$ cat config.mk
export PLATFORM = sky130hd
export DESIGN_NAME = i2sSerializer
export DESIGN_NICKNAME = d
export VERILOG_FILES = /design/src/audioPkg.sv /design/src/i2sSerializer.sv
export VERILOG_INCLUDE_DIRS = /design/src
export SDC_FILE = /design/constraint.sdc
export NUM_CORES = 1
export LEC_CHECK = 0
export ABC_CLOCK_PERIOD_IN_PS = 2800
export BUFFER_PORTS_ARGS = -buffer_cell sky130_fd_sc_hd__buf_2
export CAP_MARGIN = 20
export CELL_PAD_IN_SITES_DETAIL_PLACEMENT = 1
export CELL_PAD_IN_SITES_GLOBAL_PLACEMENT = 1
export CORE_UTILIZATION = 40
export DETAILED_ROUTE_END_ITERATION = 8
export PLACE_DENSITY = 0.81
export SYNTH_ARGS = -nofsm -noshare
export SYNTH_HDL_FRONTEND = slang
export SYNTH_SLANG_ARGS = --single-unit
$ cat constraint.sdc
create_clock -name aclk -period 2.8 [get_ports aclk]
set_input_delay 0.14 -clock aclk [delete_from_list [all_inputs] [get_ports aclk]]
set_output_delay 0.14 -clock aclk [all_outputs]
set_load 0.02 [all_outputs]
$ cat src/audioMix_consts.svh
/* Sizing and reset constants for the audio engine.
   Changing AUDIO_NUM_CHANNELS also changes the channel mask width. */
`ifndef AUDIO_MIX_CONSTS_SVH
`define AUDIO_MIX_CONSTS_SVH

// Voices and bus widths
`define AUDIO_NUM_CHANNELS 8
`define AUDIO_ADDR_WIDTH   32
`define AUDIO_POS_WIDTH    16

// aclk cycles per half bit-clock period, one frame is 64 * this
`define AUDIO_BCLK_DIV     4

// Unity gain, also the reset value of every volume
`define AUDIO_VOL_UNITY    128

`endif
$ cat src/audioPkg.sv
/* Shared types of the audio engine. The register select is AWADDR[5:2]. */
`default_nettype none

package audioPkg;

    typedef enum logic [3:0] {
        selStart     = 4'd0,
        selCount     = 4'd1,
        selLoopStart = 4'd2,
        selLoopEnd   = 4'd3,
        selPosition  = 4'd4,
        selVolume    = 4'd5,
        selControl   = 4'd6,
        selGlobalVol = 4'd7,
        selChanMask  = 4'd8
    } regSel_e;

    typedef logic signed [15:0] sample_t;

    // Bits of the control register
    localparam int ctrlPlaying = 0;
    localparam int ctrlLooping = 1;
    localparam int ctrlMono    = 2;
    localparam int ctrlRight   = 3;

endpackage

`default_nettype wire

$ cat src/i2sSerializer.sv
/* I2S transmitter, 16 bits per side, left while lrclk is low. bclk and lrclk
   are aclk registers, not clocks. The mix is sampled at each frame start. */
`timescale 1ns/10ps
`default_nettype none
`include "audioMix_consts.svh"

module i2sSerializer (
    input  wire                     aclk,
    input  wire                     aresetn,
    input  wire audioPkg::sample_t  i_left,
    input  wire audioPkg::sample_t  i_right,
    output logic                    o_bclk,
    output logic                    o_lrclk,
    output logic                    o_dout,
    output logic                    o_frameStart
);
    localparam int div = `AUDIO_BCLK_DIV;

    logic [7:0]  divCnt;
    logic [4:0]  bitCnt;
    logic [31:0] shiftReg;
    logic        tick;
    logic        fallEdge;
    logic        wrapEdge;

    assign tick     = (divCnt == 8'(div - 1));
    assign fallEdge = tick && o_bclk;
    assign wrapEdge = fallEdge && (bitCnt == 5'd31);
    assign o_lrclk  = bitCnt[4];

    always_ff @(posedge aclk) begin
        if (!aresetn) begin
            divCnt       <= '0;
            o_bclk       <= 1'b0;
            bitCnt       <= 5'd31;
            o_frameStart <= 1'b0;
            o_dout       <= 1'b0;
            shiftReg     <= '0;
        end else begin
            o_frameStart <= wrapEdge;
            divCnt       <= tick ? '0 : divCnt + 1'b1;
            if (tick) begin
                o_bclk <= !o_bclk;
            end
            // Everything moves on the falling bclk edge
            if (fallEdge) begin
                bitCnt <= bitCnt + 1'b1;
                // dout lags the shift register by one bit, the I2S delay
                o_dout <= shiftReg[31];
                shiftReg <= wrapEdge ? {i_left, i_right} : {shiftReg[30:0], 1'b0};
            end
        end
    end

endmodule

`default_nettype wire

After elaboration in Yosys (flattened, before gate mapping)
Index checks and enable logic that the tools add are counted.

storage, ports and cells
  bits in registers = 48
  input bits = 34
  word-level logic and storage cells = 16
  output and inout port bits = 4

operators by class
  equality and inequality tests = 2
  add/sub/neg operators = 2
  bitwise gates (word level) = 1
  reduce and logical (&&, ||, !) cells = 4
  multiplexer cells = 1

operator list
  operator                                                                number
  32-bit two-way mux                                                      1
  8-bit by 1-bit adder with 8-bit output (second input constant)          1
  8-bit by 2-bit equality test with 1-bit output (second input constant)  1
  5-bit by 1-bit adder with 5-bit output (second input constant)          1
  5-bit equality test (second input constant)                             1
  1-bit logical AND                                                       2
  2-bit OR reduction                                                      1
  1-bit zero test                                                         1
  1-bit NOT                                                               1

Longest topological paths before layout
Gate-level depths: netlist (run 1).

  depth in word-level cells = 4
  mapped depth = 7
  depth with buffers taken out = 5

Least setup slack after synthesis (run 1)
No wires, ideal clock.

  path kind = reg-to-reg
  start = reg bitCnt[0]
  end = reg shiftReg[10]
  clock period less this slack = 1.982 ns
  path buffers = 2
  arrival = 1.836 ns
  stages on the path, launching flop included = 8
  data required time = 2.654 ns
  setup slack = 0.818 ns
  cells stage by stage = dfxtp_1 > ha_1 > and3_1 > ha_1 > clkbuf_1 > clkbuf_1 > mux2i_1 > a211oi_2

on the way
  longest elaborated chain between the ends = 3

RTL lines
  element                 line                 source
  start, declared         i2sSerializer.sv:20  logic [4:0] bitCnt;
  start signal, assigned  i2sSerializer.sv:47  bitCnt <= bitCnt + 1'b1;
  5-bit equality test     i2sSerializer.sv:28  assign wrapEdge = fallEdge && (bitCnt == 5'd31);
  1-bit logical AND       i2sSerializer.sv:28
  32-bit two-way mux      i2sSerializer.sv:50  shiftReg <= wrapEdge ? {i_left, i_right} : {shiftReg[30:0], 1'b0};
  end signal, assigned    i2sSerializer.sv:50
  end, declared           i2sSerializer.sv:21  logic [31:0] shiftReg;

No other way between the ends.
A chain may end at the register's enable or synchronous reset.

Worst setup path in the final report (run 1)
  start = reg divCnt[0]
  end = reg shiftReg[23]

on the way
  longest elaborated chain between the ends = 4

RTL lines
  element                                           line                 source
  start, declared                                   i2sSerializer.sv:19  logic [7:0] divCnt;
  start signal, assigned                            i2sSerializer.sv:41  divCnt <= tick ? '0 : divCnt + 1'b1;
  8-bit by 2-bit equality test with 1-bit output *  i2sSerializer.sv:26  assign tick = (divCnt == 8'(div - 1));
  1-bit logical AND *                               i2sSerializer.sv:27  assign fallEdge = tick && o_bclk;
  1-bit logical AND                                 i2sSerializer.sv:28
  32-bit two-way mux                                i2sSerializer.sv:50

Mark *: on every way between the ends. The rest lies on a longest branch, timed or not.

==> results of run 1 <==
## cell families (layout without fill, tap and decap cells)
| kind of cell | after synthesis | after routing | share of synthesized area, % |
|---|---|---|---|
| AND/OR/NAND/NOR | 35 | 35 | 9.54 |
| AO/OA/AOI/OAI | 81 | 81 | 26.6 |
| adder cells (fa/ha/maj) | 3 | 3 | 1.62 |
| buffers and inverters | 22 | 51 | 6.36 |
| flip-flops | 48 | 48 | 41.4 |
| XOR/XNOR | 3 | 3 | 1.13 |
| multiplexers | 31 | 31 | 13.4 |
## worst reg2reg max path, stage by stage (launching register included)
cell and delay [ns]:
dfxtp_1 0.36, ha_1 0.25, or4b_4 0.57, nor2_4 0.44, buf_12 0.24, a211oi_1 0.10
## state kept, by name (all words and copies together) (netlist names)
signal        count
o_frameStart      1
bitCnt            5
o_bclk            1
shiftReg         32
o_dout            1
divCnt            8
## power by group
| group | leakage, nW | switching [W] | internal [W] | total [W] |
|---|---|---|---|---|
| clock | 0.0503 | 0.000221 | 0.000220 | 0.000442 |
| combinational | 0.664 | 0.0000888 | 0.0000592 | 0.000148 |
| sequential | 0.387 | 0.00000905 | 0.000692 | 0.000701 |
## layout make-up
type	instances	area, um^2	share of cell area (%)
Sequential cell	48	961	36.4
Multi-Input combinational cell	153	1240	46.9
Clock buffer	7	96.3	3.65
Tap cell	72	90.1	3.41
Timing Repair Buffer	42	248	9.38
Inverter	2	7.51	0.284
## per-layer routing
layer / part of all wire [%] / up-vias / track usage (%) / routed length, um
li1: - / 897 / - / -
met1: 49 / 842 / 23.0 / 2540
met2: 46 / 28 / 29.1 / 2380
met3: 3.3 / 5 / 3.60 / 169
met4: 1.1 / 0 / 5.93 / 58
met5: 0 / - / 0 / 0
## synthesized netlist by cell type, drive strengths merged, types with 3 or more instances
cell type	number
dfxtp	48
buf	14
a21oi	37
mux2i	31
nand3	10
ha	3
nor2	6
o21ai	11
a211oi	31
or3	5
clkbuf	6
## per-stage QoR
stage	cells	area, um^2	util [%]
final	324	2640	47.7
after CTS	324	2640	47.7
after floorplan	223	2320	-
after global placement	317	2540	45.9
after detailed placement	317	2540	45.9
after global routing	324	2640	47.7
## worst max path at each step
stage	start	endpoint	slack, ns	cells past startpoint
floorplan	bitCnt[0]	shiftReg[10]	0.82	7
global placement	divCnt[0]	shiftReg[23]	0.76	5
detailed placement	divCnt[0]	shiftReg[31]	0.70	5
CTS	divCnt[0]	shiftReg[31]	0.69	5
global route	divCnt[0]	shiftReg[23]	0.60	5
finish	divCnt[0]	shiftReg[23]	0.70	5
==> results by group, run 1 <==
Run status
  – Outcome: finished, final reports clean

Critical path
  – Critical Path Source Type: register
  – R2r endpoint: shiftReg[23]
  – Slowest stage delay, CP: 0.57 ns
  – Maximum fanout along the worst path: 21
  – Worst Path Arrival: 2.26 ns
  – Worst path cell trace: ha_1, or4b_4, nor2_4, buf_12, a211oi_1
  – Classification of the worst setup path: register to register
  – Cells on worst reg2reg path: 5
  – R2R Setup Slk: 0.70 ns
  – Crit path buffers/inverters: 1
  – Slowest CP cell: or4b_4
  – Worst EP required: 2.95 ns
  – Reg2Reg Launch Point: divCnt[0]
  – Type of destination of the critical path: register
  – Top Family by Delay on Critical Path: simple AND/OR/NAND/NOR gates

Placement
  – Setup WS pre-CTS: 0.697 ns
  – Dpl hpwl: 3470 um
  – PortBufs: 37
  – Placer Congestion: 0.728

Synthesis
  – Register bit total from synthesis: 48
  – Syn Inst Count: 223
  – Post-synth EDFFs: 0
  – Area share of the largest cell type after synthesis: 41.4%
  – Post-synth top area cell: dfxtp_1
  – Area contributors post-synth: dfxtp_1 (41%), a211oi_2 (14%), mux2i_1 (13%)
  – Yosys cell types: 33
  – Post-synthesis cell area: 0.00232 mm^2
  – Syn Area/Cell: 10.4 um^2
  – Ys Warns: 0
  – Async set or reset register ratio after synthesis: 0%
  – Sequential area share after synthesis: 41.4%
  – Synth Net Count: 260
  – Synth Flop Type: dfxtp_1

STA
  – RSZ-0062 raised after global routing: false
  – Slack of the critical path: 0.697 ns
  – Setup_tns: 0 ns
  – Hold slack: 0.110 ns
  – Final hold viol count: 0
  – Min cycle time layout: 2.10 ns
  – Slew margin rel.: 41.8%
  – Fin crit share: 75.1%
  – Fmax achieved: 475 MHz
  – Pins Over Slew Limit: 0
  – Skew final: 0.00447 ns
  – Slew @ Worst Pin: 0.868 ns
  – Setup violations, final: 0

Drt
  – DR WL/cell: 15.9 um
  – Final ANT Viol Nets: 0
  – Vias: 1772
  – Vias per Instance: 5.47
  – DRC Markers: 0
  – Drt pass-1 iters: 4
  – DR iter-0 viols: 78
  – Routed WL: 5150 um

Min path
  – Hold Crit Start: aresetn
  – Hold Path Cell Cnt: 2
  – Worst min-delay path class: input pin to register
  – WHS Endpoint: bitCnt[1]

Clocking
  – TritonCTS clock tree: built
  – Post-CTS Setup Inserts: 0
  – H-tree Lvls: 2
  – Clock sink count: 48
  – Root buf cell: clkbuf_8
  – CTS Buf Count: 5
  – Worst-path clk slew: 0.08 ns
  – Clk buf depth: 2
  – PostCTS Resize Cnt: 0
  – Worst skew pair latency: 0.30 ns
  – # hold bufs at CTS: 0

GRT
  – Total Routing Usage GR: 17.7%
  – First-pass GRT wire length: 8510 um
  – Vias in the first global route: 1780
  – Total grt overflow: 0
  – Initial antenna violation count: 0
  – Largest net degree at the start of global routing: 38

Final layout
  – # diodes: 0
  – Post-layout nets: 289
  – Share of layout cells above drive strength 1: 31.7%
  – Leading cell type in the layout, fill and taps excluded: dfxtp_1
  – Area delta synth->final: 13.7%
  – Fillcell total: 651
  – Commonest non-fill, non-tap cells in the layout: dfxtp_1 (48), a21oi_1 (37), buf_2 (37)

Pwr
  – Pwr Total: 0.00129 W
  – Leak: 1.10 nW
  – Max IR drop VDD: 0.000262 V
  – Power per Cell Area: 489 mW/mm^2

Die
  – Initial Utilization: 41.9%
  – Die width: 78.2 um
  – Die ar.: 0.00611 mm^2
  – Cell row count: 27
  – Core ar.: 0.00554 mm^2
  – Number of I/O pins: 38
  – Die H: 78.2 um

Run
  – Max Cap Viol: 0
Power figures use the tool's default switching activity.
==> run 2, diff against run 1 <==
--- a/config.mk
+++ b/config.mk
@@ -6,14 +6,15 @@
 export SDC_FILE = /design/constraint.sdc
 export NUM_CORES = 1
 export LEC_CHECK = 0
-export ABC_CLOCK_PERIOD_IN_PS = 2800
+export ABC_AREA = 1
+export ABC_CLOCK_PERIOD_IN_PS = 1900
 export BUFFER_PORTS_ARGS = -buffer_cell sky130_fd_sc_hd__buf_2
 export CAP_MARGIN = 20
 export CELL_PAD_IN_SITES_DETAIL_PLACEMENT = 1
 export CELL_PAD_IN_SITES_GLOBAL_PLACEMENT = 1
-export CORE_UTILIZATION = 40
+export CORE_UTILIZATION = 36
 export DETAILED_ROUTE_END_ITERATION = 8
-export PLACE_DENSITY = 0.81
+export PLACE_DENSITY = 0.83
 export SYNTH_ARGS = -nofsm -noshare
 export SYNTH_HDL_FRONTEND = slang
 export SYNTH_SLANG_ARGS = --single-unit
==> constraint.sdc (replaced) <==
create_clock -name aclk -period 1.9 [get_ports aclk]
set_input_delay 0.095 -clock aclk [delete_from_list [all_inputs] [get_ports aclk]]
set_output_delay 0.095 -clock aclk [all_outputs]
set_load 0.02 [all_outputs]
==> results by group, run 2 <==
Final layout
  – Max reg flops: 32
  – Largest Register: shiftReg
  – Design Area, Final: 0.00285 mm^2
  – Post-layout nets: 438
  – Commonest non-fill, non-tap cells in the layout: nand2_1 (116), nor2_1 (46), dfxtp_1 (45)
  – # diodes: 0
  – Area delta synth->final: 15.6%
  – Leading cell type in the layout, fill and taps excluded: nand2_1
  – Share of layout cells above drive strength 1: 14.4%
  – Largest registers: shiftReg x32, divCnt x8, bitCnt x5

Critical path
  – Slowest CP cell: dfxtp_1
  – Worst EP required: 2.07 ns
  – R2r endpoint: bitCnt[4]
  – Critical Path Source Type: register
  – R2R Setup Slk: 0.18 ns
  – Crit path buffers/inverters: 0
  – Worst Path Arrival: 1.89 ns
  – Maximum fanout along the worst path: 13
  – Top Family by Delay on Critical Path: simple AND/OR/NAND/NOR gates
  – Cells on worst reg2reg path: 6
  – Slowest stage delay, CP: 0.36 ns
  – Most Frequent Cell on Critical Path: nand2_1
  – Classification of the worst setup path: register to register
  – Type of destination of the critical path: register
  – Worst path cell trace: ha_1, nand2_1, nor2_4, nand2_1, nand2_1, nand3_1
  – Setup crit start: divCnt[0]
  – Reg2Reg Launch Point: divCnt[0]

Die
  – Die width: 84.7 um
  – Die H: 84.7 um
  – Core ar.: 0.00649 mm^2
  – Number of I/O pins: 38
  – Die ar.: 0.00718 mm^2
  – Cell row count: 29
  – Initial Utilization: 37.9%

GRT
  – Vias in the first global route: 2395
  – Initial antenna violation count: 0
  – Total Routing Usage GR: 18.1%
  – Largest net degree at the start of global routing: 66
  – First-pass GRT wire length: 10600 um
  – Total grt overflow: 0

Pwr
  – Leak: 1.29 nW
  – Max IR drop VDD: 0.000267 V
  – Power per Cell Area: 716 mW/mm^2
  – Pwr Total: 0.00204 W

Synthesis
  – Synth Net Count: 412
  – Ys Warns: 0
  – Async set or reset register ratio after synthesis: 0%
  – Post-synth EDFFs: 0
  – Area share of the largest cell type after synthesis: 39.0%
  – Post-synth top area cell: dfxtp_1
  – Area contributors post-synth: dfxtp_1 (39%), nand2_1 (18%), nand3_1 (8.9%)
  – Commonest cells post-synth: nand2_1 (116), dfxtp_1 (48), nor2_1 (46), nand3_1 (44), a21oi_1 (34)
  – Yosys cell types: 20
  – Syn Area/Cell: 6.57 um^2
  – Top-count cell post-synth: nand2_1
  – Register bit total from synthesis: 48
  – Sequential area share after synthesis: 39.0%
  – Post-synthesis cell area: 0.00246 mm^2
  – Synth Flop Type: dfxtp_1
  – Syn Inst Count: 375

Placement
  – PortBufs: 37
  – Dpl hpwl: 4000 um
  – Post-DP Area: 0.00273 mm^2
  – Placer Congestion: 0.729

Min path
  – Hold Path Cell Cnt: 3
  – Hold Crit Start: i_right[0]
  – Worst min-delay path class: input pin to register
  – WHS Endpoint: shiftReg[0]

Clocking
  – PostCTS Resize Cnt: 0
  – H-tree Lvls: 2
  – Root buf cell: clkbuf_8
  – Clk buf depth: 2
  – Worst-path clk slew: 0.09 ns
  – Worst skew pair latency: 0.30 ns
  – CTS Buf Count: 5
  – TritonCTS clock tree: built
  – # hold bufs at CTS: 0
  – Post-CTS Setup Inserts: 0
  – Clock sink count: 48

STA
  – Final hold viol count: 0
  – RSZ-0062 raised after global routing: false
  – Slew @ Worst Pin: 0.389 ns
  – Slew margin rel.: 74.0%
  – Fmax achieved: 583 MHz
  – Pins Over Slew Limit: 0
  – Skew final: 0.00748 ns
  – Setup_tns: 0 ns
  – Fin crit share: 90.3%
  – Setup violations, final: 0
  – Min cycle time layout: 1.72 ns
  – Hold slack: 0.0913 ns

Drt
  – Drt pass-1 iters: 6
  – DR iter-0 viols: 76
  – Vias: 2387
  – DRC Markers: 0
  – Routed WL: 5940 um
  – Vias per Instance: 4.98
  – DR WL/cell: 12.4 um
  – Final ANT Viol Nets: 0

Run status
  – Outcome: finished, final reports clean

Run
  – Max Cap Viol: 0
## run 2: cell count changes in the layout (fill, tap and decap cells not counted), moves of 11 or more
cell      previous run  this run
nand2_1              2       116
nand3_1             10        44
inv_1                1        12
and2_1               0        31
nor2_1               5        46
mux2i_1             31         0
a211oi_2            26         0
## run 2: kinds of logic (layout without fill, tap and decap cells)
group,Yosys count,after routing,synth area share [%]
xor+xnor,3,3,1.07
compound gates,37,37,7.57
buf+inv,39,66,7.11
simple gates,245,245,43.7
flops,48,48,39.0
fa+ha+maj,3,3,1.52
## run 2: final cells by class
type,count,area [um^2]
clock buffer,6,72.6
timing repair buffer,46,307
tap,77,96.3
inverter,12,45.0
fill,859,3650
sequential,48,965
clock inverter,2,35.0
multi-input combinational,288,1330
## run 2: worst max-delay path by stage
stage / cells after the start / slack [ns] / endpoint
after floorplan: 12 / 0.31 / shiftReg[17]
after global placement: 11 / 0.30 / shiftReg[15]
after detailed placement: 11 / 0.16 / shiftReg[16]
after CTS: 6 / 0.14 / bitCnt[4]
after global routing: 11 / 0.02 / shiftReg[16]
final: 6 / 0.18 / bitCnt[4]
## run 2: power by group
| group | leakage, nW | switching [W] | internal [W] |
|---|---|---|---|
| logic | 0.844 | 0.000160 | 0.000114 |
| registers | 0.387 | 0.0000139 | 0.00102 |
| clock network | 0.0552 | 0.000338 | 0.000391 |
| total | 1.29 | 0.000512 | 0.00153 |
## run 2: layer usage
layer	share of wire, %	track usage [%]	vias to the layer above	routed length, um
li1	-	-	1238	-
met1	49	23.2	1108	2940
met2	47	31.6	33	2760
met3	2.7	2.65	8	160
met4	1.3	5.39	0	77
met5	0	0	-	0
## run 2: worst min-delay path, delay by kind of cell
family / cells / cell delay (ns)
simple gates: 2 / 0.15
buf+inv: 1 / 0.10
## run 2: per-stage QoR
step	setup WS (ns)	util (%)	std cells
after detailed placement	0.163	42.1	471
after CTS	0.144	43.7	479
after global placement	0.295	42.1	471
final	0.184	43.8	479
after floorplan	0.306	-	375
after global routing	0.0241	43.8	479
==> run 3, diff against run 2 <==
==> constraint.sdc (replaced) <==
create_clock -name aclk -period 1.9 [get_ports aclk]
set_input_delay 0.285 -clock aclk [delete_from_list [all_inputs] [get_ports aclk]]
set_output_delay 0.285 -clock aclk [all_outputs]
set_load 0.02 [all_outputs]
==> results by group, run 3 (synthesized netlist as in run 2, its figures left out) <==
Critical path
  – Critical Path Source Type: register
  – Slowest stage delay, CP: 0.39 ns
  – Worst EP required: 2.10 ns
  – Maximum fanout along the worst path: 31
  – Worst Path Arrival: 1.90 ns
  – Top Family by Delay on Critical Path: simple AND/OR/NAND/NOR gates
  – Slowest CP cell: dfxtp_1
  – Type of destination of the critical path: register
  – Most Frequent Cell on Critical Path: nand2_1
  – Crit path buffers/inverters: 2
  – Classification of the worst setup path: register to register
  – Worst path cell trace: ha_1, nand2_1, nor2_1, ha_1, inv_1, buf_12, nand2_1, and2_1, nand3_1, nand2_1, nor2_1

Final layout
  – Leading cell type in the layout, fill and taps excluded: nand2_1
  – Final std cells w/o fill: 480
  – Area delta synth->final: 14.9%
  – Largest registers: shiftReg x32, divCnt x8, bitCnt x5
  – Max reg flops: 32
  – Design Area, Final: 0.00283 mm^2
  – Post-layout nets: 439
  – # diodes: 0
  – Share of layout cells above drive strength 1: 13.9%
  – Largest Register: shiftReg
  – Commonest non-fill, non-tap cells in the layout: nand2_1 (116), dfxtp_1 (47), nor2_1 (46)

Drt
  – Drt pass-1 iters: 6
  – DRC Markers: 0
  – DR WL/cell: 12.9 um
  – Vias per Instance: 5.02
  – Vias: 2410
  – Routed WL: 6180 um
  – DR iter-0 viols: 124
  – Final ANT Viol Nets: 0

Pwr
  – Pwr Total: 0.00196 W
  – Power per Cell Area: 691 mW/mm^2
  – Leak: 1.28 nW
  – Max IR drop VDD: 0.000290 V

Placement
  – Dpl hpwl: 4150 um
  – Post-DP Area: 0.00274 mm^2
  – Placer Congestion: 0.746
  – Placed insts: 472
  – PortBufs: 37

STA
  – Setup violations, final: 0
  – Fmax achieved: 591 MHz
  – Slew margin rel.: 62.3%
  – Skew final: 0.00388 ns
  – Pins Over Slew Limit: 0
  – Setup_tns: 0 ns
  – Slew @ Worst Pin: 0.565 ns
  – Min cycle time layout: 1.69 ns
  – Fin crit share: 89.1%
  – Final hold viol count: 0
  – Hold slack: 0.266 ns
  – RSZ-0062 raised after global routing: false

GRT
  – Initial antenna violation count: 0
  – Met2 Use GR: 30.7%
  – Total grt overflow: 0
  – Busiest layer in global routing: met2
  – Largest net degree at the start of global routing: 39
  – Met3 Usage GRT: 2.65%
  – Vias in the first global route: 2407
  – Total Routing Usage GR: 18.1%
  – First-pass GRT wire length: 10600 um
  – Met1 usage: 23.6%

Die
  – Core ar.: 0.00649 mm^2
  – Number of I/O pins: 38
  – Initial Utilization: 37.9%
  – Die width: 84.7 um
  – Cell row count: 29
  – Die ar.: 0.00718 mm^2
  – Die H: 84.7 um

Clocking
  – H-tree Lvls: 2
  – TritonCTS clock tree: built
  – CTS Buf Count: 5
  – Post-CTS Setup Inserts: 0
  – Root buf cell: clkbuf_8
  – PostCTS Resize Cnt: 0
  – # hold bufs at CTS: 0
  – Worst-path clk slew: 0.09 ns
  – Clock sink count: 48
  – Clk buf depth: 2
  – Worst skew pair latency: 0.30 ns

Min path
  – Worst min-delay path class: input pin to register

Run
  – Max Cap Viol: 0

Run status
  – Outcome: finished, final reports clean
-- run 3: worst min-delay path, stage by stage --
cell	delay [ns]
buf_2	0.08
nand4_1	0.10
nand2_1	0.08
-- run 3: per-layer routing --
metal	wire (um)	part of all wire [%]	up-vias
met2	2870	46	41
met1	3030	49	1115
li1	-	-	1241
met4	125	2.0	0
met3	151	2.4	13
met5	0	0	-
-- run 3: stage by stage --
| stage | utilization [%] | setup slack [ns] |
|---|---|---|
| floorplan | - | 0.306 |
| global placement | 42.2 | 0.302 |
| detailed placement | 42.2 | 0.200 |
| CTS | 43.6 | 0.187 |
| global route | 43.6 | 0.0171 |
| finish | 43.6 | 0.207 |
-- run 3: worst paths after layout --
check | start | end | slack [ns] | cells after the start
setup / recovery | bitCnt[0] | shiftReg[29] | 0.21 | 11
hold / removal | i_right[0] | shiftReg[0] | 0.27 | 3
setup reg to reg | bitCnt[0] | shiftReg[29] | 0.21 | 11
hold reg to reg | divCnt[0] | divCnt[0] | 0.46 | 1
-- run 3: power breakdown --
part	internal, W	switching (W)
sequential	0.00102	0.0000222
clock	0.000298	0.000348
combinational	0.000115	0.000153
-- run 3: area by class of cell --
cell class | instances | area [um^2]
well taps | 77 | 96.3
repair buffers | 47 | 310
multi-input cells | 288 | 1330
fillers | 857 | 3660
flip-flops and latches | 48 | 962
inverters | 12 | 45.0
clock buffers | 8 | 90.1
