File: config.mk
export PLATFORM = sky130hd
export DESIGN_NAME = cpuRegWriter_flat
export DESIGN_NICKNAME = d
export VERILOG_FILES = /design/src/audioPkg.sv /design/src/audioBus.sv /design/src/cpuRegWriter.sv /design/src/flat_wrapper.sv
export VERILOG_INCLUDE_DIRS = /design/src
export SDC_FILE = /design/constraint.sdc
export NUM_CORES = 1
export LEC_CHECK = 0
export BUFFER_PORTS_ARGS = -buffer_cell sky130_fd_sc_hd__buf_2
export CORE_MARGIN = 1.5
export CORE_UTILIZATION = 35
export DETAILED_ROUTE_END_ITERATION = 12
export PLACE_DENSITY_LB_ADDON = 0.05
export SYNTH_ARGS = -nofsm -noshare
export SYNTH_HDL_FRONTEND = slang
export SYNTH_SLANG_ARGS = --single-unit
File: constraint.sdc
create_clock -name aclk -period 2.39 [get_ports aclk]
set_input_delay 0.239 -clock aclk [delete_from_list [all_inputs] [get_ports aclk]]
set_output_delay 0.239 -clock aclk [all_outputs]
set_load 0.02 [all_outputs]
File: src/audioMix_consts.svh
/* Sizing and reset constants for the audio engine.
   Changing AUDIO_NUM_CHANNELS also changes the channel mask width. */
`ifndef AUDIO_MIX_CONSTS_SVH
`define AUDIO_MIX_CONSTS_SVH

// Voices and bus widths
`define AUDIO_NUM_CHANNELS 8
`define AUDIO_ADDR_WIDTH   32
`define AUDIO_POS_WIDTH    16

// aclk cycles per half bit-clock period, one frame is 64 * this
`define AUDIO_BCLK_DIV     4

// Unity gain, also the reset value of every volume
`define AUDIO_VOL_UNITY    128

`endif
File: src/audioPkg.sv
/* Shared types of the audio engine. The register select is AWADDR[5:2]. */
`default_nettype none

package audioPkg;

    typedef enum logic [3:0] {
        selStart     = 4'd0,
        selCount     = 4'd1,
        selLoopStart = 4'd2,
        selLoopEnd   = 4'd3,
        selPosition  = 4'd4,
        selVolume    = 4'd5,
        selControl   = 4'd6,
        selGlobalVol = 4'd7,
        selChanMask  = 4'd8
    } regSel_e;

    typedef logic signed [15:0] sample_t;

    // Bits of the control register
    localparam int ctrlPlaying = 0;
    localparam int ctrlLooping = 1;
    localparam int ctrlMono    = 2;
    localparam int ctrlRight   = 3;

endpackage

`default_nettype wire

File: src/audioBus.sv
/* Internal buses of the audio engine. voiceBus is instantiated once per
   channel, cfgBus once and shared by all voices. */
`timescale 1ns/10ps
`default_nettype none
`include "audioMix_consts.svh"

interface cfgBus;
    logic                             wrEn;
    audioPkg::regSel_e                regSel;
    logic [31:0]                      wrData;
    logic [`AUDIO_NUM_CHANNELS-1:0]   chanMask;

    modport source (output wrEn, output regSel, output wrData, output chanMask);
    modport sink   (input wrEn, input regSel, input wrData, input chanMask);
endinterface


`default_nettype wire

File: src/cpuRegWriter.sv
/* AXI-Lite write slave. Write strobes are ignored and every write ends OKAY.
   No new write completes while BVALID waits for BREADY. */
`timescale 1ns/10ps
`default_nettype none
`include "audioMix_consts.svh"

module cpuRegWriter (
    input  wire                          aclk,
    input  wire                          aresetn,
    input  wire  [`AUDIO_ADDR_WIDTH-1:0] i_awAddr,
    input  wire                          i_awValid,
    output logic                         o_awReady,
    input  wire  [31:0]                  i_wData,
    input  wire                          i_wValid,
    output logic                         o_wReady,
    output logic                         o_bValid,
    input  wire                          i_bReady,
    output logic [7:0]                   o_globalVolume,
    cfgBus.source                        cfg
);
    localparam int numChan = `AUDIO_NUM_CHANNELS;

    logic                 awPending;
    logic                 wPending;
    audioPkg::regSel_e    selReg;
    logic [31:0]          dataReg;
    logic [numChan-1:0]   chanMask;
    logic                 doWrite;
    logic                 localReg;

    assign o_awReady = !awPending;
    assign o_wReady  = !wPending;
    assign doWrite   = awPending && wPending && (!o_bValid || i_bReady);
    assign localReg  = (selReg == audioPkg::selGlobalVol) || (selReg == audioPkg::selChanMask);

    assign cfg.wrEn     = doWrite && !localReg;
    assign cfg.regSel   = selReg;
    assign cfg.wrData   = dataReg;
    assign cfg.chanMask = chanMask;

    always_ff @(posedge aclk) begin
        if (!aresetn) begin
            awPending      <= 1'b0;
            wPending       <= 1'b0;
            o_bValid       <= 1'b0;
            chanMask       <= '0;
            o_globalVolume <= 8'(`AUDIO_VOL_UNITY);
        end else begin
            if (i_awValid && o_awReady) begin
                awPending <= 1'b1;
            end else if (doWrite) begin
                awPending <= 1'b0;
            end
            if (i_wValid && o_wReady) begin
                wPending <= 1'b1;
            end else if (doWrite) begin
                wPending <= 1'b0;
            end

            if (doWrite) begin
                o_bValid <= 1'b1;
            end else if (i_bReady) begin
                o_bValid <= 1'b0;
            end

            // Mask and global volume live here, not in the voices
            if (doWrite && selReg == audioPkg::selChanMask) begin
                chanMask <= dataReg[numChan-1:0];
            end
            if (doWrite && selReg == audioPkg::selGlobalVol) begin
                o_globalVolume <= dataReg[7:0];
            end
        end
    end

    always_ff @(posedge aclk) begin
        if (i_awValid && o_awReady) begin
            selReg <= audioPkg::regSel_e'(i_awAddr[5:2]);
        end
        if (i_wValid && o_wReady) begin
            dataReg <= i_wData;
        end
    end

    assert property (@(posedge aclk) disable iff (!aresetn)
        o_bValid && !i_bReady |=> o_bValid);

endmodule

`default_nettype wire

File: src/flat_wrapper.sv
// flat-port wrapper written by rule: the top's interface ports become plain ports
module cpuRegWriter_flat 
  (aclk, aresetn, i_awAddr, i_awValid, o_awReady, i_wData, i_wValid, o_wReady, o_bValid, i_bReady, o_globalVolume, cfg_wrEn, cfg_regSel, cfg_wrData, cfg_chanMask);
  cfgBus cfg_i ();
  input  wire aclk;
  input  wire aresetn;
  input  wire  [`AUDIO_ADDR_WIDTH-1:0] i_awAddr;
  input  wire i_awValid;
  output logic o_awReady;
  input  wire  [31:0] i_wData;
  input  wire i_wValid;
  output logic o_wReady;
  output logic o_bValid;
  input  wire i_bReady;
  output logic [7:0] o_globalVolume;
  output wire logic [$bits(cfg_i.wrEn)-1:0] cfg_wrEn;
  output wire logic [$bits(cfg_i.regSel)-1:0] cfg_regSel;
  output wire logic [$bits(cfg_i.wrData)-1:0] cfg_wrData;
  output wire logic [$bits(cfg_i.chanMask)-1:0] cfg_chanMask;
  assign cfg_wrEn = cfg_i.wrEn;
  assign cfg_regSel = cfg_i.regSel;
  assign cfg_wrData = cfg_i.wrData;
  assign cfg_chanMask = cfg_i.chanMask;
  cpuRegWriter u_core (.aclk(aclk), .aresetn(aresetn), .i_awAddr(i_awAddr), .i_awValid(i_awValid), .o_awReady(o_awReady), .i_wData(i_wData), .i_wValid(i_wValid), .o_wReady(o_wReady), .o_bValid(o_bValid), .i_bReady(i_bReady), .o_globalVolume(o_globalVolume), .cfg(cfg_i));
endmodule
======== Word-level counts from Yosys, hierarchy flattened ========
Cells that the tools add are included.
operators by class
  eq/ne operators ......................... 2
  multiplexer cells ....................... 5
  reductions and logical operators ........ 16
operator list
  cell                  number
  $logic_and A1 B1 Y1   7
  $reduce_bool A2 Y1    3
  $mux W1               5
  $eq A4 B3 Y1 const B  1
  $eq A4 B4 Y1 const B  1
  $logic_not A1 Y1      4
  $logic_or A1 B1 Y1    2
word-level totals
  bits in registers ....................... 55
  output and inout bits ................... 56
  word-level logic and storage cells ...... 30

======== Longest topological paths before layout ========
Gate-level depths: netlist (run 1).
  word-level depth ........................ 5
  depth in mapped cells ................... 4

======== Worst setup path after synthesis (run 1) ========
Ideal clock, no wire load.
  path type ............................... register to register
  from .................................... register u_core.wPending
  to ...................................... register u_core.dataReg[0], in the netlist u_core.cfg.wrData[0], enable pin
  library setup time ...................... 0.389 ns
  data arrival time ....................... 1.157 ns
  path slack .............................. 0.843 ns
  cell stages (with the launch flop) ...... 2
  period minus slack after synthesis ...... 1.547 ns
  path through ............................ dfxtp_1 and2b_1
between the ends
  cells in the longest elaborated chain, start to end .. 2
RTL lines
  what                      line                RTL
  start: declaration        cpuRegWriter.sv:24  logic wPending;
  start signal: assignment  cpuRegWriter.sv:44  wPending <= 1'b0;
  start signal: assignment  cpuRegWriter.sv:55  wPending <= 1'b1;
  start signal: assignment  cpuRegWriter.sv:57  wPending <= 1'b0;
  $logic_not A1 Y1          cpuRegWriter.sv:32  assign o_wReady = !wPending;
  $logic_and A1 B1 Y1       cpuRegWriter.sv:80  if (i_wValid && o_wReady) begin
  end signal: assignment    cpuRegWriter.sv:81  dataReg <= i_wData;
  end: declaration          cpuRegWriter.sv:26  logic [31:0] dataReg;
Every way passes these cells.
A chain may end at the register's enable or synchronous reset.

======== Final worst setup path (run 1) ========
  from .................................... register u_core.selReg[0], in the netlist u_core.cfg.regSel[0]
  to ...................................... output cfg_wrEn
between the ends
  cells in the longest elaborated chain, start to end .. 4
RTL lines
  what                                                 line                RTL
  start: declaration                                   cpuRegWriter.sv:25  audioPkg::regSel_e selReg;
  start signal: assignment                             cpuRegWriter.sv:78  selReg <= audioPkg::regSel_e'(i_awAddr[5:2]);
  $eq A4 B3 Y1 / $eq A4 B4 Y1 (equally long branches)  cpuRegWriter.sv:34  assign localReg = (selReg == audioPkg::selGlobalVol) || (selReg == audioPkg::selChanMask);
  $logic_or A1 B1 Y1 (*)                               cpuRegWriter.sv:34
  $logic_not A1 Y1 (*)                                 cpuRegWriter.sv:36  assign cfg.wrEn = doWrite && !localReg;
  $logic_and A1 B1 Y1 (*)                              cpuRegWriter.sv:36
  end: declaration                                     flat_wrapper.sv:16  output wire logic [$bits(cfg_i.wrEn)-1:0] cfg_wrEn;
Mark *: on every way between the ends. The rest lies on a longest branch, timed or not.

==> results of run 1 <==
==> placed cells by master (no fill, tap or decap), types with 2 or more instances in the layout <==
cell type                  instances
sky130_fd_sc_hd__buf_2            96
sky130_fd_sc_hd__buf_4             2
sky130_fd_sc_hd__o211a_1           2
sky130_fd_sc_hd__inv_1             3
sky130_fd_sc_hd__and2b_1           2
sky130_fd_sc_hd__nand2_1          23
sky130_fd_sc_hd__dfxtp_1          19
sky130_fd_sc_hd__edfxtp_1         36
sky130_fd_sc_hd__mux2i_1          15
sky130_fd_sc_hd__clkbuf_8          5
sky130_fd_sc_hd__clkbuf_1          2
==> cell families (layout without fill, tap and decap cells) <==
logic type,after synthesis,count (layout)
simple gates,34,34
compound gates,5,5
flops,55,55
mux,15,15
buf+inv,7,109
==> metal layers <==
metal	share of wire (%)	wire length [microns]
met5	0	0
met4	0.61	23
met3	8.5	321
met2	54	2040
met1	37	1380
==> layout make-up <==
type | instances | area, sq um
fillers | 485 | 2650
inverters | 3 | 11.3
multi-input cells | 54 | 389
clock buffers | 7 | 76.3
well taps | 70 | 87.6
clock inverters | 1 | 5.00
flip-flops and latches | 55 | 1460
repair buffers | 98 | 495
==> worst max-delay path, delay by kind of cell (launching register included) <==
family	cells	cell delay (ns)
and+or+nand+nor	2	0.46
DFF	1	0.44
buffers and inverters	1	0.17
==> where the power goes <==
part | switching (mW) | leakage [nW] | total, mW | internal (mW)
sequential | 0.0172 | 0.498 | 1.08 | 1.06
clock | 0.269 | 0.0422 | 0.476 | 0.206
combinational | 0.108 | 0.538 | 0.170 | 0.0616
total | 0.395 | 1.08 | 1.72 | 1.33
==> per-stage QoR <==
step / instances / hold slack, ns
after floorplan: 116 / 0.338
after detailed placement: 280 / 0.417
after CTS: 288 / 0.0965
after global placement: 280 / 0.416
after global routing: 288 / 0.0896
final: 288 / 0.111
==> flip-flops by register name (all words and copies together), names as in the netlist <==
register,flops
u_core.wPending,1
u_core.cfg.chanMask,8
u_core.o_bValid,1
u_core.cfg.regSel,4
u_core.cfg.wrData,32
u_core.awPending,1
u_core.o_globalVolume,8
==> worst paths after layout <==
| path | end | cells past startpoint | slack (ns) |
|---|---|---|---|
| hold / removal | u_core.cfg.regSel[2] | 1 | 0.11 |
| setup reg to reg | u_core.cfg.chanMask[0] | 4 | 0.84 |
| setup / recovery | cfg_wrEn | 3 | 0.78 |
| hold reg to reg | u_core.o_globalVolume[6] | 2 | 0.46 |
==> impl_results.rst, run 1 <==
.. list-table::
   :header-rows: 1

   * - Metric
     - Value
   * - Synth top area share
     - between 50% and 60%
   * - DRC violation count after routing
     - 0
   * - Wire length of the first global-routing pass
     - just over 6000 microns
   * - Area added between synthesis and finish
     - 32.9%
   * - Top-count cell post-synth
     - sky130_fd_sc_hd__edfxtp_1
   * - Worst endpoint required time
     - 2.15 ns
   * - Crit path cell chain
     - nor4b_2 -> nor3b_1 -> buf_2
   * - Multiplexer fraction of the synthesized cell area
     - under 10%
   * - Maximum number of pins on one net before global-route repair
     - 28
   * - Number of unique standard cell types used by synthesis
     - 21
   * - Via count
     - around 1300
   * - Final worst path period need
     - about 1.6 ns
   * - Most Used Layer, Global Route
     - met2
   * - DIE HEIGHT
     - 76.7 microns
   * - Synth top area cells
     - sky130_fd_sc_hd__edfxtp_1, sky130_fd_sc_hd__dfxtp_1, sky130_fd_sc_hd__mux2i_1, sky130_fd_sc_hd__nand2_1, sky130_fd_sc_hd__buf_6
   * - Total Routing Usage GR
     - a little over an eighth
   * - Hold_buf cts
     - 0
   * - Share of flip-flops with an asynchronous set or reset after synthesis
     - 0%
   * - Simple-gate share of the synthesized area
     - roughly a tenth
   * - Fraction of the mapped netlist area in compound gates
     - ~2.3%
   * - Arrival time reported for the critical path endpoint
     - between 1 and 1.5 ns
   * - Start point of the worst min-delay path
     - i_awAddr[4]
   * - Cell area after layout
     - roughly 2500 sq um
   * - Slowest library cell on the worst path
     - sky130_fd_sc_hd__edfxtp_1
   * - Root Buffer Master
     - sky130_fd_sc_hd__clkbuf_8
   * - Sink count of the clock tree
     - 55
   * - Die Footprint
     - between 5000 and 6000 sq um
   * - Met1 layer usage reported by global route
     - between 10 and 15%
   * - Crit path capture type
     - primary output
   * - Max-Cap Viols
     - 0
   * - Number of I/O port buffers
     - 96
   * - Total Nets Final
     - 286
   * - Net count after synthesis
     - roughly 190
   * - Number of synthesized flops with an enable pin
     - 36
   * - Estimated wirelength of the detail-placed design
     - 2850 microns
   * - Worst-case clock skew
     - around 0.0066 ns
   * - Average wire per cell in the routed design
     - approximately 13 microns
   * - Latest clock arrival within the worst-skew pair
     - around 0.29 ns
   * - Power density over cell area
     - 682 nW/um^2
   * - Clock Pin Slew Worst Setup and Hold Paths
     - approximately 0.090 ns
   * - Placement Rows
     - 26
   * - Util after Layout
     - between 40% and 50%
   * - Antenna violations before repair
     - 0
   * - Remaining global-route overflow
     - 0
   * - Average instance area after synthesis
     - between 15 and 20 sq um
   * - RSZ-0062 raised after global routing
     - false
   * - Worst Setup Slack post-DPL
     - about 0.82 ns
   * - Adder and majority cell fraction of the synthesized area
     - 0%
   * - Final setup violation count
     - 0
   * - Most common library cells after synthesis
     - sky130_fd_sc_hd__edfxtp_1, sky130_fd_sc_hd__nand2_1, sky130_fd_sc_hd__dfxtp_1
   * - Final Hold Viols
     - 0
   * - Post-route clock period utilization
     - roughly two thirds
   * - Area of the core
     - ~5200 sq um
   * - Number of gates resized after cts
     - 0
   * - Initial Util
     - between 30 and 40%
   * - Flop and latch count out of synthesis
     - 55
   * - Peak supply drop
     - about 410 uV
   * - Antenna diode count
     - 0
   * - First drt pass iteration count
     - 4
   * - Final setup margin
     - ~0.78 ns
   * - Detailed Route Iter0 Violations
     - 14
   * - Area of the mapped netlist
     - about 1900 sq um
   * - Post-synthesis share of cell area spent on xor and xnor gates
     - 0%
   * - Global-route met2 utilization
     - about a quarter
   * - Ys flop type
     - sky130_fd_sc_hd__edfxtp_1
   * - Post-route total power
     - 1.72 mW
   * - Path class of the lowest-slack min-delay path
     - input port to flip-flop
   * - Postcts setup bufs
     - 0
   * - Largest family of logic cells by synthesized area
     - simple AND/OR/NAND/NOR gates
   * - CTS tree
     - built
   * - Largest buffer count on any clock path
     - 2
   * - Layout cell share with drive strength beyond 1
     - between 50% and 60%
   * - Cell leakage power
     - 1.08 nW
   * - Max transition margin
     - between 60% and 70%
   * - Final Wtd Congestion
     - 0.736
   * - H-tree level count
     - 2
   * - Slew at the pin with the worst max-slew slack
     - 0.537 ns
   * - Yosys Warn Count
     - 0
   * - Die X
     - 76.7 microns
   * - Fmax
     - approximately 620 MHz
   * - Largest stage delay on the critical path
     - ~0.44 ns
   * - Run status
     - complete, no violations
   * - CP startpoint kind
     - flip-flop
   * - Routed vias/inst
     - around 4.4
   * - R2r startpoint
     - u_core.cfg.regSel[0]
   * - Number of global-route vias before repair
     - about 1300
   * - Antenna Violating Nets Remaining
     - 0
   * - I/O pin total
     - around 130
   * - TritonCTS Buffers
     - 5
   * - Total Neg Setup Slack
     - 0 ns
   * - Most area-hungry cell type in the Yosys netlist
     - sky130_fd_sc_hd__edfxtp_1
   * - Crit path from
     - u_core.cfg.regSel[0]
   * - Met3 usage
     - around 5.4%
   * - Sequential-to-total area share from yosys stat
     - between 70% and 80%
   * - Gate count after technology mapping
     - between 100 and 150
   * - Category of the most critical setup path
     - flip-flop to primary output
   * - Largest driver fanout on the critical path
     - 3
   * - Drt total wl
     - ~3800 microns
   * - Dpl cell area
     - around 2400 sq um
   * - Max Slew Vio Count
     - 0
Note: power is estimated with default switching activity, not from simulation.
==> run 2, diff against run 1 <==
==> constraint.sdc (replaced) <==
create_clock -name aclk -period 1.35 [get_ports aclk]
set_input_delay 0.135 -clock aclk [delete_from_list [all_inputs] [get_ports aclk]]
set_output_delay 0.135 -clock aclk [all_outputs]
set_load 0.02 [all_outputs]
==> run 2 against run 1 <==
Compared with the run above: the flow now finishes with violations (negative setup slack); register-to-register slack got worse by 0.98 ns; critical path depth increased by 1; worst hold slack got worse by 0.095 ns; count of clock-buffer cells in the layout decreased by 2; wire length increased by 8.5%; flip-flop and latch count unchanged; global-route usage increased by 0.99 points; setup slack got worse by 0.92 ns; core utilization increased by 8.3 points; critical endpoint is now u_core.cfg.chanMask[6]; largest power group unchanged.
==> impl_results.rst, run 2 (synthesized netlist as in run 1, its figures left out) <==
.. list-table::
   :header-rows: 1

   * - Metric
     - Value
   * - Max Slew Vio Count
     - 0 (unchanged)
   * - Average wire per cell in the routed design
     - 12.6 microns (was 13.1 microns)
   * - Die Footprint
     - 5880 sq um (unchanged)
   * - Wire length of the first global-routing pass
     - 6510 microns (was 6040 microns)
   * - Die X
     - 76.7 microns (unchanged)
   * - Routed vias/inst
     - 4.29 (was 4.39)
   * - Maximum number of pins on one net before global-route repair
     - 28 (unchanged)
   * - Largest stage delay on the critical path
     - 0.44 ns (about the same)
   * - Run status
     - complete, but fails checks (was complete, no violations)
   * - Antenna diode count
     - 0 (unchanged)
   * - Area added between synthesis and finish
     - 55.5% (was 32.9%)
   * - Estimated wirelength of the detail-placed design
     - 3000 microns (was 2850 microns)
   * - Number of global-route vias before repair
     - 1412 (was 1322)
   * - Category of the most critical setup path
     - flip-flop to flip-flop (was flip-flop to primary output)
   * - Fmax
     - around 670 MHz
   * - Drt total wl
     - 4090 microns (was 3770 microns)
   * - Largest register FFs
     - 32 (unchanged)
   * - Violations in the final reports
     - negative setup slack
   * - CP startpoint kind
     - flip-flop (unchanged)
   * - Dpl cell area
     - 2510 sq um (was 2440 sq um)
   * - Start point of the worst min-delay path
     - i_wData[3] (was i_awAddr[4])
   * - Area of the multi-input gates
     - 419 sq um (was 389 sq um)
   * - Number of I/O port buffers
     - 96 (unchanged)
   * - DRC violation count after routing
     - 0 (unchanged)
   * - Initial Util
     - 36.7% (unchanged)
   * - Postcts setup bufs
     - 0 (unchanged)
   * - Worst hold margin
     - 0.0161 ns (was 0.111 ns)
   * - Largest driver fanout on the critical path
     - 8 (was 3)
   * - Final Wtd Congestion
     - 0.686 (was 0.736)
   * - Power density over cell area
     - 1070 nW/um^2 (was 682 nW/um^2)
   * - Cell area after layout
     - 2960 sq um (was 2530 sq um)
   * - Layout cell share with drive strength beyond 1
     - 45.9% (was 50.5%)
   * - Cell leakage power
     - 1.26 nW (was 1.08 nW)
   * - Root Buffer Master
     - sky130_fd_sc_hd__clkbuf_8 (unchanged)
   * - Most common library cell in the layout ignoring fill and taps
     - sky130_fd_sc_hd__buf_2 (unchanged)
   * - Final setup violation count
     - 9 (was 0)
   * - Crit path capture type
     - flip-flop (was primary output)
   * - Commonest cells after routing, fill and taps aside
     - sky130_fd_sc_hd__buf_2, sky130_fd_sc_hd__edfxtp_1, sky130_fd_sc_hd__dlygate4sd3_1 (was sky130_fd_sc_hd__buf_2, sky130_fd_sc_hd__edfxtp_1, sky130_fd_sc_hd__nand2_1)
   * - DIE HEIGHT
     - 76.7 microns (unchanged)
   * - Crit path cell chain
     - nor4b_4 -> nor3b_4 -> buf_6 -> mux2i_1 (was nor4b_2 -> nor3b_1 -> buf_2)
   * - Detailed Route Iter0 Violations
     - 56 (was 14)
   * - Min-Delay Endpoint
     - u_core.cfg.wrData[3] (was u_core.cfg.regSel[2])
   * - Number of cells traversed by the worst hold path
     - 1 (unchanged)
   * - Final worst path period need
     - around 1.5 ns
   * - TritonCTS Buffers
     - 5 (unchanged)
   * - Arrival time reported for the critical path endpoint
     - 1.71 ns (was 1.37 ns)
   * - Latest clock arrival within the worst-skew pair
     - 0.30 ns (was 0.29 ns)
   * - Path class of the lowest-slack min-delay path
     - input port to flip-flop (unchanged)
   * - First drt pass iteration count
     - 4 (unchanged)
   * - Final Hold Viols
     - 0 (unchanged)
   * - Total Routing Usage GR
     - 14.5% (was 13.5%)
   * - Via count
     - 1395 (was 1263)
   * - Area used by sequential logic in the layout
     - 1460 sq um (unchanged)
   * - Final setup margin
     - -0.139 ns (was 0.781 ns)
   * - Worst-case clock skew
     - 0.00506 ns (was 0.00664 ns)
   * - Placement Rows
     - 26 (unchanged)
   * - Peak supply drop
     - 633 uV (was 414 uV)
   * - Sink count of the clock tree
     - 55 (unchanged)
   * - Slowest library cell on the worst path
     - sky130_fd_sc_hd__edfxtp_1 (unchanged)
   * - Area of the core
     - 5170 sq um (unchanged)
   * - Max transition margin
     - 69.9% (was 64.1%)
   * - R2r setup slk
     - -0.14 ns (was 0.84 ns)
   * - Util after Layout
     - 57.1% (was 48.8%)
   * - R2r startpoint
     - u_core.cfg.regSel[0] (unchanged)
   * - CTS tree
     - built (unchanged)
   * - I/O pin total
     - 125 (unchanged)
   * - RSZ-0062 raised after global routing
     - true (was false)
   * - Slew at the pin with the worst max-slew slack
     - 0.452 ns (was 0.537 ns)
   * - Clock Pin Slew Worst Setup and Hold Paths
     - 0.09 ns (about the same)
   * - Total Nets Final
     - 323 (was 286)
   * - Max-Cap Viols
     - 0 (unchanged)
   * - Antenna Violating Nets Remaining
     - 0 (unchanged)
   * - Remaining global-route overflow
     - 0 (unchanged)
   * - H-tree level count
     - 2 (unchanged)
   * - Post-route clock period utilization
     - 110%
   * - Largest buffer count on any clock path
     - 2 (unchanged)
   * - Number of cells on the worst reg-to-reg path
     - 4 (unchanged)
   * - Critical R2R Capture
     - u_core.cfg.chanMask[6] (was u_core.cfg.chanMask[0])
   * - Antenna violations before repair
     - 0 (unchanged)
   * - Worst endpoint required time
     - 1.57 ns (was 2.15 ns)
   * - Number of fill cells
     - 422 (was 485)
[run 2: changes by cell type in the layout (fill, tap and decap cells not counted), sizes merged]
cell	change
buf	+5
clkbuf	-2
clkinv	+1
clkinvlp	+1
dlygate4sd3	+32
[run 2: worst max-delay path by stage]
stage	from	end	slack, ns	cells past startpoint
finish	u_core.cfg.regSel[0]	u_core.cfg.chanMask[6]	-0.14	4
global route	u_core.cfg.regSel[2]	cfg_wrEn	-0.23	4
CTS	u_core.cfg.regSel[0]	cfg_wrEn	-0.16	4
detailed placement	u_core.cfg.regSel[0]	u_core.cfg.chanMask[6]	-0.13	4
global placement	u_core.cfg.regSel[0]	u_core.cfg.chanMask[2]	-0.05	4
floorplan	u_core.cfg.regSel[0]	u_core.cfg.chanMask[0]	-0.07	4
[run 2: metal layers]
layer / vias to the layer above / routed length (microns) / GRT usage, %
li1: 686 / - / -
met3: 4 / 266 / 4.05
met2: 61 / 2270 / 26.5
met5: - / 0 / 0
met1: 644 / 1520 / 16.1
met4: 0 / 33 / 4.44
[run 2: power breakdown]
group | internal, mW | total, mW | switching [mW] | leakage, nW
clock | 0.353 | 0.839 | 0.486 | 0.0392
sequential | 1.88 | 1.91 | 0.0331 | 0.498
combinational | 0.191 | 0.403 | 0.212 | 0.722
total | 2.42 | 3.15 | 0.730 | 1.26
[run 2: layout make-up]
class	count	area share (%)
Inverter	3	0.381
Sequential cell	55	49.4
Timing Repair Buffer	135	30.2
Clock inverter	3	0.508
Multi-Input combinational cell	54	14.2
Clock buffer	5	2.33
Tap cell	70	2.96
[run 2: through the flow]
step / setup TNS (ns) / worst slack [ns] / power [mW] / instances
global placement: -0.390 / -0.0523 / 2.26 / 285
floorplan: -0.816 / -0.0690 / 2.12 / 116
finish: -1.02 / -0.139 / 3.15 / 325
global route: -2.04 / -0.231 / 3.31 / 325
detailed placement: -0.776 / -0.130 / 2.28 / 285
CTS: -1.15 / -0.161 / 3.19 / 319
[run 2: critical path: cells and delay by family, from the launching register on]
kind,cells,cell delay (ns)
muxes,1,0.21
DFF,1,0.44
buffers and inverters,1,0.19
and+or+nand+nor,2,0.58
[run 2: timing repair]
| item | 4_1_cts | 5_1_grt |
|---|---|---|
| pin swaps | 0 | 2 |
| hold buffers | 26 | 6 |
| setup endpoints to repair | 9 | 10 |
| hold endpoints to repair | 26 | 6 |
| gates resized for setup | 6 | 2 |
